$ cat config.mk
export PLATFORM = sky130hd
export DESIGN_NAME = insn_spec_exec
export DESIGN_NICKNAME = d
export VERILOG_FILES = /design/src/rvfi_check_pkg.sv /design/src/insn_spec_exec.sv
export VERILOG_INCLUDE_DIRS = /design/src
export SDC_FILE = /design/constraint.sdc
export NUM_CORES = 1
export LEC_CHECK = 0
export BUFFER_PORTS_ARGS = -buffer_cell sky130_fd_sc_hd__buf_2
export CAP_MARGIN = 20
export CORE_AREA = 2 2 327 329
export DETAILED_ROUTE_END_ITERATION = 7
export DIE_AREA = 0 0 329 331
export GPL_TIMING_DRIVEN = 0
export MAX_ROUTING_LAYER = met4
export PLACE_DENSITY = 0.43
export SLEW_MARGIN = 20
export SYNTH_ARGS = -nofsm -noshare
export SYNTH_HDL_FRONTEND = slang
export SYNTH_SLANG_ARGS = --single-unit
$ cat constraint.sdc
create_clock -name vclk -period 10.6
set_input_delay 1.06 -clock vclk [all_inputs]
set_output_delay 1.06 -clock vclk [all_outputs]
set_load 0.02 [all_outputs]
$ cat src/rvfi_check_config.svh
`ifndef RVFI_CHECK_CONFIG_SVH
`define RVFI_CHECK_CONFIG_SVH

// Data and address width of the checked core.
`define RVFI_XLEN 32

`define RVFI_ILEN 32

`define RVFI_MASK_W (`RVFI_XLEN / 8)

// A set value makes a misaligned load or store a specified trap.
`define RVFI_TRAP_MISALIGN 1

// Pipeline registers between decode and compare.
`define RVFI_PIPE_DEPTH 1

`endif

$ cat src/rvfi_check_pkg.sv
`include "rvfi_check_config.svh"

package rvfi_check_pkg;

	typedef struct packed {
		logic [`RVFI_ILEN-1:0]   insn;
		logic                    trap;
		logic [4:0]              rs1_addr;
		logic [4:0]              rs2_addr;
		logic [`RVFI_XLEN-1:0]   rs1_rdata;
		logic [`RVFI_XLEN-1:0]   rs2_rdata;
		logic [4:0]              rd_addr;
		logic [`RVFI_XLEN-1:0]   rd_wdata;
		logic [`RVFI_XLEN-1:0]   pc_rdata;
		logic [`RVFI_XLEN-1:0]   pc_wdata;
		logic [`RVFI_XLEN-1:0]   mem_addr;
		logic [`RVFI_MASK_W-1:0] mem_rmask;
		logic [`RVFI_MASK_W-1:0] mem_wmask;
		logic [`RVFI_XLEN-1:0]   mem_rdata;
		logic [`RVFI_XLEN-1:0]   mem_wdata;
	} rvfi_rec_t;

	typedef enum logic [3:0] {
		ALU_REG, ALU_IMM, LUI, AUIPC, JAL, JALR, BRANCH, LOAD, STORE, ILLEGAL
	} insn_class_e;

	typedef struct packed {
		insn_class_e           cls;
		logic [2:0]            funct3;
		logic                  funct7_5;
		logic [4:0]            rs1_addr;
		logic [4:0]            rs2_addr;
		logic [4:0]            rd_addr;
		logic [`RVFI_XLEN-1:0] imm; // Already sign extended.
		logic                  use_rs1;
		logic                  use_rs2;
	} dec_t;

	typedef struct packed {
		logic                    trap;
		logic [4:0]              rs1_addr;
		logic [4:0]              rs2_addr;
		logic [4:0]              rd_addr;
		logic [`RVFI_XLEN-1:0]   rd_wdata;
		logic [`RVFI_XLEN-1:0]   pc_wdata;
		logic [`RVFI_XLEN-1:0]   mem_addr;
		logic [`RVFI_MASK_W-1:0] mem_rmask;
		logic [`RVFI_MASK_W-1:0] mem_wmask;
		logic [`RVFI_XLEN-1:0]   mem_wdata;
	} spec_t;

	typedef struct packed {
		rvfi_rec_t rec;
		dec_t      dec;
	} dec_item_t;

	typedef struct packed {
		rvfi_rec_t rec;
		spec_t     spec;
	} spec_item_t;

	// One flag per record field that disagrees with the specification.
	typedef struct packed {
		logic trap;
		logic rs1_addr;
		logic rs2_addr;
		logic rd_addr;
		logic rd_wdata;
		logic pc_wdata;
		logic mem_addr;
		logic mem_wmask;
		logic mem_wdata;
		logic mem_rmask;
	} mismatch_t;

	typedef struct packed {
		logic [`RVFI_XLEN-1:0] pc_rdata;
		logic [`RVFI_ILEN-1:0] insn;
		mismatch_t             mismatch;
		logic                  ok;
	} verdict_t;

endpackage

$ cat src/insn_spec_exec.sv
`timescale 1ns/10ps
`include "rvfi_check_config.svh"

module insn_spec_exec import rvfi_check_pkg::*; (
	input  dec_item_t  in,
	input  logic       in_valid,
	output spec_item_t out,
	output logic       out_valid
);

	dec_t                    d;
	logic [`RVFI_XLEN-1:0]   rs1, rs2, pc, op_b, alu, sra_res, jalr_sum;
	logic [`RVFI_XLEN-1:0]   next_pc, addr, ld_shift, ld_data, result;
	logic [4:0]              shamt;
	logic [4:0]              lane_bits;
	logic                    cmp, taken, is_mem, mem_mis, pc_mis, trap;
	logic [`RVFI_MASK_W-1:0] size_mask, lane_mask;

	assign d = in.dec;
	assign rs1 = in.rec.rs1_rdata;
	assign rs2 = in.rec.rs2_rdata;
	assign pc = in.rec.pc_rdata;
	assign op_b = (d.cls == ALU_REG) ? rs2 : d.imm;
	assign shamt = op_b[4:0];
	assign sra_res = $signed(rs1) >>> shamt;
	assign jalr_sum = rs1 + d.imm;
	assign addr = rs1 + d.imm;
	assign lane_bits = {addr[1:0], 3'b000};
	assign ld_shift = in.rec.mem_rdata >> lane_bits; // Loaded bytes moved down to lane 0.
	assign is_mem = d.cls inside {LOAD, STORE};

	always_comb begin
		case (d.funct3)
			3'b000:  alu = (d.cls == ALU_REG && d.funct7_5) ? rs1 - op_b : rs1 + op_b;
			3'b001:  alu = rs1 << shamt;
			3'b010:  alu = {{(`RVFI_XLEN-1){1'b0}}, $signed(rs1) < $signed(op_b)};
			3'b011:  alu = {{(`RVFI_XLEN-1){1'b0}}, rs1 < op_b};
			3'b100:  alu = rs1 ^ op_b;
			3'b101:  alu = d.funct7_5 ? sra_res : rs1 >> shamt;
			3'b110:  alu = rs1 | op_b;
			default: alu = rs1 & op_b;
		endcase
		case (d.funct3[2:1])
			2'b00:   cmp = rs1 == rs2;
			2'b10:   cmp = $signed(rs1) < $signed(rs2);
			default: cmp = rs1 < rs2;
		endcase
		taken = cmp ^ d.funct3[0]; // Odd funct3 values invert the test.
		case (d.cls)
			JAL:     next_pc = pc + d.imm;
			JALR:    next_pc = {jalr_sum[`RVFI_XLEN-1:1], 1'b0};
			BRANCH:  next_pc = taken ? pc + d.imm : pc + 32'd4;
			default: next_pc = pc + 32'd4;
		endcase
		pc_mis = (d.cls inside {JAL, JALR} || (d.cls == BRANCH && taken)) &&
			next_pc[1:0] != 2'b00;
	end

	always_comb begin
		case (d.funct3[1:0])
			2'b00: begin
				size_mask = 4'b0001;
				mem_mis = 1'b0;
			end
			2'b01: begin
				size_mask = 4'b0011;
				mem_mis = addr[0];
			end
			default: begin
				size_mask = 4'b1111;
				mem_mis = addr[1:0] != 2'b00;
			end
		endcase
		lane_mask = size_mask << addr[1:0];
		case (d.funct3)
			3'b000:  ld_data = {{24{ld_shift[7]}}, ld_shift[7:0]};
			3'b001:  ld_data = {{16{ld_shift[15]}}, ld_shift[15:0]};
			3'b100:  ld_data = {24'b0, ld_shift[7:0]};
			3'b101:  ld_data = {16'b0, ld_shift[15:0]};
			default: ld_data = ld_shift;
		endcase
		case (d.cls)
			ALU_REG, ALU_IMM: result = alu;
			LUI:              result = d.imm;
			AUIPC:            result = pc + d.imm;
			JAL, JALR:        result = pc + 32'd4;
			LOAD:             result = ld_data;
			default:          result = '0;
		endcase
		trap = d.cls == ILLEGAL || pc_mis ||
			(is_mem && mem_mis && `RVFI_TRAP_MISALIGN != 0);
	end

	always_comb begin
		out.rec = in.rec;
		out.spec = '0;
		out.spec.trap = trap;
		out.spec.rs1_addr = d.rs1_addr;
		out.spec.rs2_addr = d.rs2_addr;
		out.spec.pc_wdata = next_pc;
		if (!trap) begin
			out.spec.rd_addr = d.rd_addr;
			out.spec.rd_wdata = (d.rd_addr != 5'd0) ? result : '0; // x0 never reports data.
			out.spec.mem_addr = is_mem ? {addr[`RVFI_XLEN-1:2], 2'b00} : '0;
			out.spec.mem_rmask = (d.cls == LOAD) ? lane_mask : '0;
			out.spec.mem_wmask = (d.cls == STORE) ? lane_mask : '0;
			out.spec.mem_wdata = (d.cls == STORE) ? rs2 << lane_bits : '0;
		end
	end

	assign out_valid = in_valid;

endmodule

==> impl_metrics.py, run 1 <==
metrics = {
    "clocking": {
        "hold_buffers": 0,
        "postCtsSetupRepairBufs": 0,
        "cts_resized": 0,
    },
    "critical_path": {
        "crit_arrival_ns": 8.03,
        "start_kind": "input port",
        "cp_cell_sequence": "buf_2 -> clkbuf_1 -> o41a_1 -> a21oi_2 -> inv_2 -> buf_1 -> buf_1 -> clkbuf_1 -> ha_1 -> o21ai_0 -> nor2_1 -> o21ai_0 -> o31a_1 -> o21ai_0 -> o31ai_1 -> a21boi_0 -> xnor2_1 -> nand2_1 -> a41oi_1 -> buf_2",
        "critPathSlowestCell": "o21ai_0",
        "path_max_fanout": 10,
        "crit_required_ns": 9.54,
        "max_stage_delay_ns": 0.67,
        "crit_top_cell": "o21ai_0",
        "crit_path_end_kind": "output pin",
        "worstSetupPathType": "input port to output pin",
    },
    "drt": {
        "vias": 26735,
        "antenna_left": 0,
        "vias_per_cell": 5.35,
        "first_pass_iters": 8,
        "drc": 0,
        "routed_wl_um": 156000,
        "post_drt_wl_per_cell_um": 31.2,
        "drt_first_iter_violations": 2985,
    },
    "floorplan": {
        "dieArea_sq_um": 109000,
        "rows": 119,
        "pin_count": 835,
        "coreArea_sq_um": 105000,
        "start_util_pct": 18.5,
        "die_w_um": 329,
        "die_height_um": 331,
    },
    "run_status": {
        "status": "completed",
    },
    "synthesis": {
        "ys_types": 78,
        "yosysSeqAreaShare_pct": 0,
        "syn_inst": 2954,
        "avgSynthCellArea_sq_um": 6.56,
        "synth_top_cell_by_area": "buf_4",
        "yosys_warnings": 0,
        "synth_top_area_share_pct": 12.7,
        "yosys-top-cells-area": "buf_4, ha_1, mux2i_1",
        "synth_area_sq_um": 19400,
    },
    "timing": {
        "maxSlewViolCount": 0,
        "layout_min_cycle_time_ns": 9.09,
        "final-hold-violation-count": 0,
        "worst_hold_slack_ns": 2.34,
        "timing.setup.tns_ns": 0,
        "max_slew.worst_pin.slew_ns": 1.28,
        "slew_headroom_pct": 15.0,
        "fmax_mhz": 110,
        "rsz0062_at_grt": "false",
        "finalCritPeriodShare_pct": 85.8,
        "fin_ws_ns": 1.51,
        "setup_viol": 0,
    },
    "finish": {
        "ff_latch_area_sq_um": 0,
        "n_fill_cell": 12116,
        "postLayoutCoreUtil_pct": 23.3,
        "syn_to_final_growth_pct": 26.1,
        "multi_input_area_sq_um": 15600,
        "nets": 4157,
        "clock_buffers": 0,
        "drive_above_1_share_pct": 30.2,
        "design.seq.count": 0,
    },
    "place": {
        "io_buffers": 632,
        "gp_congestion": 1.06,
        "hpwlAfterDp_um": 132000,
        "dp_slack_ns": 1.70,
    },
    "global_route": {
        "grtUsageMet3_pct": 2.52,
        "grt_pass1_vias": 24719,
        "grt_overflow": 0,
        "use_met2_pct": 44.8,
        "antenna_found_initial": 10,
        "grt_max_degree": 13,
        "grt_pass1_wl_um": 206000,
        "grtUsageTotal_pct": 27.6,
        "grtUsageMet1_pct": 35.1,
        "grt.busiest_layer": "met2",
    },
    "flow_run": {
        "maxCapViolCount": 0,
    },
    "worst_hold_path": {
        "hold_class": "input port to output pin",
    },
}
[cells in the mapped netlist, types with 13 or more instances]
| cell | count |
|---|---|
| buf_4 | 329 |
| a21oi_1 | 277 |
| nand2_1 | 273 |
| nor2_1 | 239 |
| ha_1 | 185 |
| mux2i_1 | 168 |
| o21ai_0 | 164 |
| inv_1 | 161 |
| clkbuf_1 | 143 |
| nand3_1 | 67 |
| xnor2_1 | 66 |
| a211oi_1 | 58 |
| nor3_1 | 54 |
| mux2_2 | 49 |
| o211ai_1 | 49 |
| xor2_1 | 48 |
| a21o_1 | 47 |
| a31oi_1 | 40 |
| nand4_1 | 32 |
| o221ai_1 | 30 |
| nor2b_1 | 29 |
| a22oi_1 | 26 |
| buf_2 | 25 |
| and3_1 | 23 |
| o21bai_1 | 21 |
| o21a_1 | 20 |
| o31ai_1 | 20 |
| a221oi_1 | 19 |
| buf_1 | 19 |
| nand2b_1 | 19 |
| nor4_1 | 18 |
| o22ai_1 | 16 |
| a311oi_1 | 14 |
| or2_2 | 14 |
| a2111oi_0 | 13 |
[cell families (layout without fill, tap and decap cells)]
kind of cell / count (synthesis) / count (layout) / synth area share (%)
other: 1 / 12 / 0.0194
xor gates and xnor gates: 114 / 114 / 5.15
and+or+nand+nor: 807 / 807 / 18.9
AOI/OAI and AO/OA: 943 / 943 / 32.1
buffers and inverters: 681 / 1323 / 19.8
adders and majority gates: 188 / 188 / 12.3
muxes: 220 / 220 / 11.9
[cells in the final DEF (no fill, tap or decap), types with 10 or more instances in the layout]
cell type,synthesis,routed
a2111oi_0,13,11
a211oi_1,58,57
a21o_1,47,47
a21oi_1,277,277
a221oi_1,19,19
a222oi_1,11,11
a22oi_1,26,26
a311oi_1,14,14
a31oi_1,40,40
a41oi_1,12,12
and2_1,12,12
and3_1,23,23
buf_1,19,20
buf_2,25,660
buf_4,329,334
clkbuf_1,143,140
diode_2,0,10
ha_1,185,185
inv_1,161,161
mux2_2,49,49
mux2i_1,168,168
nand2_1,273,273
nand2b_1,19,19
nand3_1,67,67
nand4_1,32,32
nor2_1,239,238
nor2b_1,29,29
nor3_1,54,52
nor4_1,18,14
o211ai_1,49,49
o21a_1,20,20
o21ai_0,164,164
o21bai_1,21,21
o221ai_1,30,30
o22ai_1,16,15
o31ai_1,20,20
or2_2,14,14
or3_1,11,11
xnor2_1,66,66
xor2_1,48,48
[final timing paths]
check             slack, ns  endpoint  cells past startpoint   start
hold / removal         2.34  out[154]                      2  in[59]
setup / recovery       1.51  out[133]                     20  in[55]
[routing by layer]
metal	part of all wire (%)	routed length, um	up-vias
met5	0	0	-
met4	5.1	7970	0
met3	7.4	11500	303
met2	46	72300	1720
met1	41	64200	12968
li1	-	-	11744
[stage by stage]
step	cells	area, sq um
2_1_floorplan	2955	19400
3_3_place_gp	4978	24300
3_5_place_dp	4988	24400
4_1_cts	4988	24400
5_1_grt	4991	24400
6_report	4998	24400
[critical path: cells and delay by family]
family,cells,cell delay (ns)
buffers and inverters,7,2.77
AND/OR/NAND/NOR,2,0.18
AO/OA/AOI/OAI,9,3.40
XOR/XNOR,1,0.19
adder cells (fa/ha/maj),1,0.40
[area by class of cell]
cell class	instances	share of cell area [%]
tap	1391	7.12
buffer	517	13.2
antenna	10	0.102
inverter	164	2.52
multi-input combinational	2274	63.9
timing repair buffer	642	13.2
==> run 2, diff against run 1 <==
CORE_AREA = 2 2 326 328   (was 2 2 327 329)
DIE_AREA = 0 0 328 330   (was 0 0 329 331)
==> impl_metrics.py, run 2 (synthesis gave the netlist of run 1 again) <==
metrics = {
    "drt": {
        "routed_wl_um": 157000,
        "post_drt_wl_per_cell_um": 31.5,
        "vias_per_cell": 5.36,
        "antenna_left": 0,
        "vias": 26707,
        "drt_first_iter_violations": 3274,
        "first_pass_iters": 8,
        "drc": 0,
    },
    "finish": {
        "multi_input_area_sq_um": 15600,
        "stdcell_count": 4986,
        "postLayoutCoreUtil_pct": 23.3,
        "drive_above_1_share_pct": 30.1,
        "syn_to_final_growth_pct": 25.9,
        "design.seq.count": 0,
        "layout_common_cells": "buf_2, buf_4, a21oi_1, nand2_1, nor2_1",
        "stdcell_area_sq_um": 24400,
        "ff_latch_area_sq_um": 0,
        "layout_commonest_cell": "buf_2",
        "nets": 4153,
        "n_fill_cell": 12067,
        "clock_buffers": 0,
    },
    "floorplan": {
        "die_height_um": 330,
        "start_util_pct": 18.5,
        "coreArea_sq_um": 105000,
        "dieArea_sq_um": 108000,
        "rows": 119,
        "pin_count": 835,
        "die_w_um": 328,
    },
    "clocking": {
        "postCtsSetupRepairBufs": 0,
        "hold_buffers": 0,
        "cts_resized": 0,
    },
    "power": {
        "total_power_mw": 1.65,
        "leakage_nw": 11.6,
        "irDropWorstVdd_v": 0.0000232,
        "powerDensity_nw_per_um2": 67.8,
    },
    "worst_hold_path": {
        "hold_path.startpoint": "in[228]",
        "whs_path_depth": 2,
        "hold_class": "input port to output pin",
        "hold_path_end": "out[323]",
    },
    "timing": {
        "rsz0062_at_grt": "false",
        "fin_ws_ns": 1.32,
        "final-hold-violation-count": 0,
        "maxSlewViolCount": 0,
        "setup_viol": 0,
        "timing.setup.tns_ns": 0,
        "worst_hold_slack_ns": 2.34,
        "layout_min_cycle_time_ns": 9.28,
        "fmax_mhz": 108,
        "finalCritPeriodShare_pct": 87.6,
        "slew_headroom_pct": 17.4,
        "max_slew.worst_pin.slew_ns": 1.24,
    },
    "critical_path": {
        "start_kind": "input port",
        "crit_arrival_ns": 8.22,
        "crit_path_end_kind": "output pin",
        "worstSetupPathType": "input port to output pin",
        "crit_required_ns": 9.54,
        "path_max_fanout": 10,
    },
    "place": {
        "post_dp_cell_area_sq_um": 24400,
        "dp.cells": 4984,
        "dp_slack_ns": 1.44,
        "gp_congestion": 1.05,
        "io_buffers": 632,
        "hpwlAfterDp_um": 133000,
    },
    "global_route": {
        "grt_pass1_wl_um": 208000,
        "antenna_found_initial": 9,
        "grt_overflow": 0,
        "grtUsageTotal_pct": 28.1,
        "grt_pass1_vias": 25047,
        "grt_max_degree": 13,
    },
    "flow_run": {
        "maxCapViolCount": 0,
    },
    "run_status": {
        "status": "completed",
    },
}
run 2: changes by cell type in the layout (fill, tap and decap cells not counted), moves of 3 or more:
cell	before	now
a2111oi_0	11	8
a2111oi_1	2	5
buf_4	334	331
diode_2	10	2
run 2: power breakdown:
part	switching, mW	internal, mW
Clock	0	0.0000000254
Sequential	0	0
Combinational	1.13	0.524
Total	1.13	0.524
run 2: final cells by class:
class	count	area share (%)
Multi-Input combinational cell	2274	63.9
Buffer	517	13.2
Antenna cell	2	0.0205
Timing Repair Buffer	638	13.2
Inverter	164	2.52
Tap cell	1391	7.13
run 2: worst max-delay path by stage:
| stage | slack [ns] | from | to | cells past startpoint |
|---|---|---|---|---|
| final | 1.32 | in[53] | out[131] | 19 |
| after floorplan | 3.96 | in[53] | out[133] | 19 |
| after detailed placement | 1.44 | in[53] | out[131] | 19 |
| after CTS | 1.45 | in[53] | out[131] | 19 |
| after global placement | 1.46 | in[53] | out[131] | 19 |
| after global routing | 1.07 | in[53] | out[131] | 19 |
run 2: routing by layer:
| metal | vias up | global-route usage (%) | wire length (um) |
|---|---|---|---|
| met2 | 1647 | 45.6 | 72700 |
| met3 | 290 | 2.14 | 10900 |
| met4 | 0 | 12.1 | 8380 |
| li1 | 11707 | - | - |
| met1 | 13063 | 35.6 | 65300 |
| met5 | - | - | 0 |
run 2: critical path, cell delays in order:
cell and delay (ns):
clkbuf_1 0.22, nor4_4 0.55, buf_6 0.27, clkbuf_1 0.66
clkbuf_1 0.55, mux2_2 0.46, inv_1 0.12, ha_1 0.13
clkbuf_1 0.41, clkinv_1 0.43, nor3_1 0.69, inv_1 0.19
or4_1 0.53, o21ai_0 0.29, o31ai_1 0.20, and3_1 0.18
a2111oi_0 0.74, a21oi_1 0.26, buf_2 0.24
Note: power is estimated with default switching activity, not from simulation.
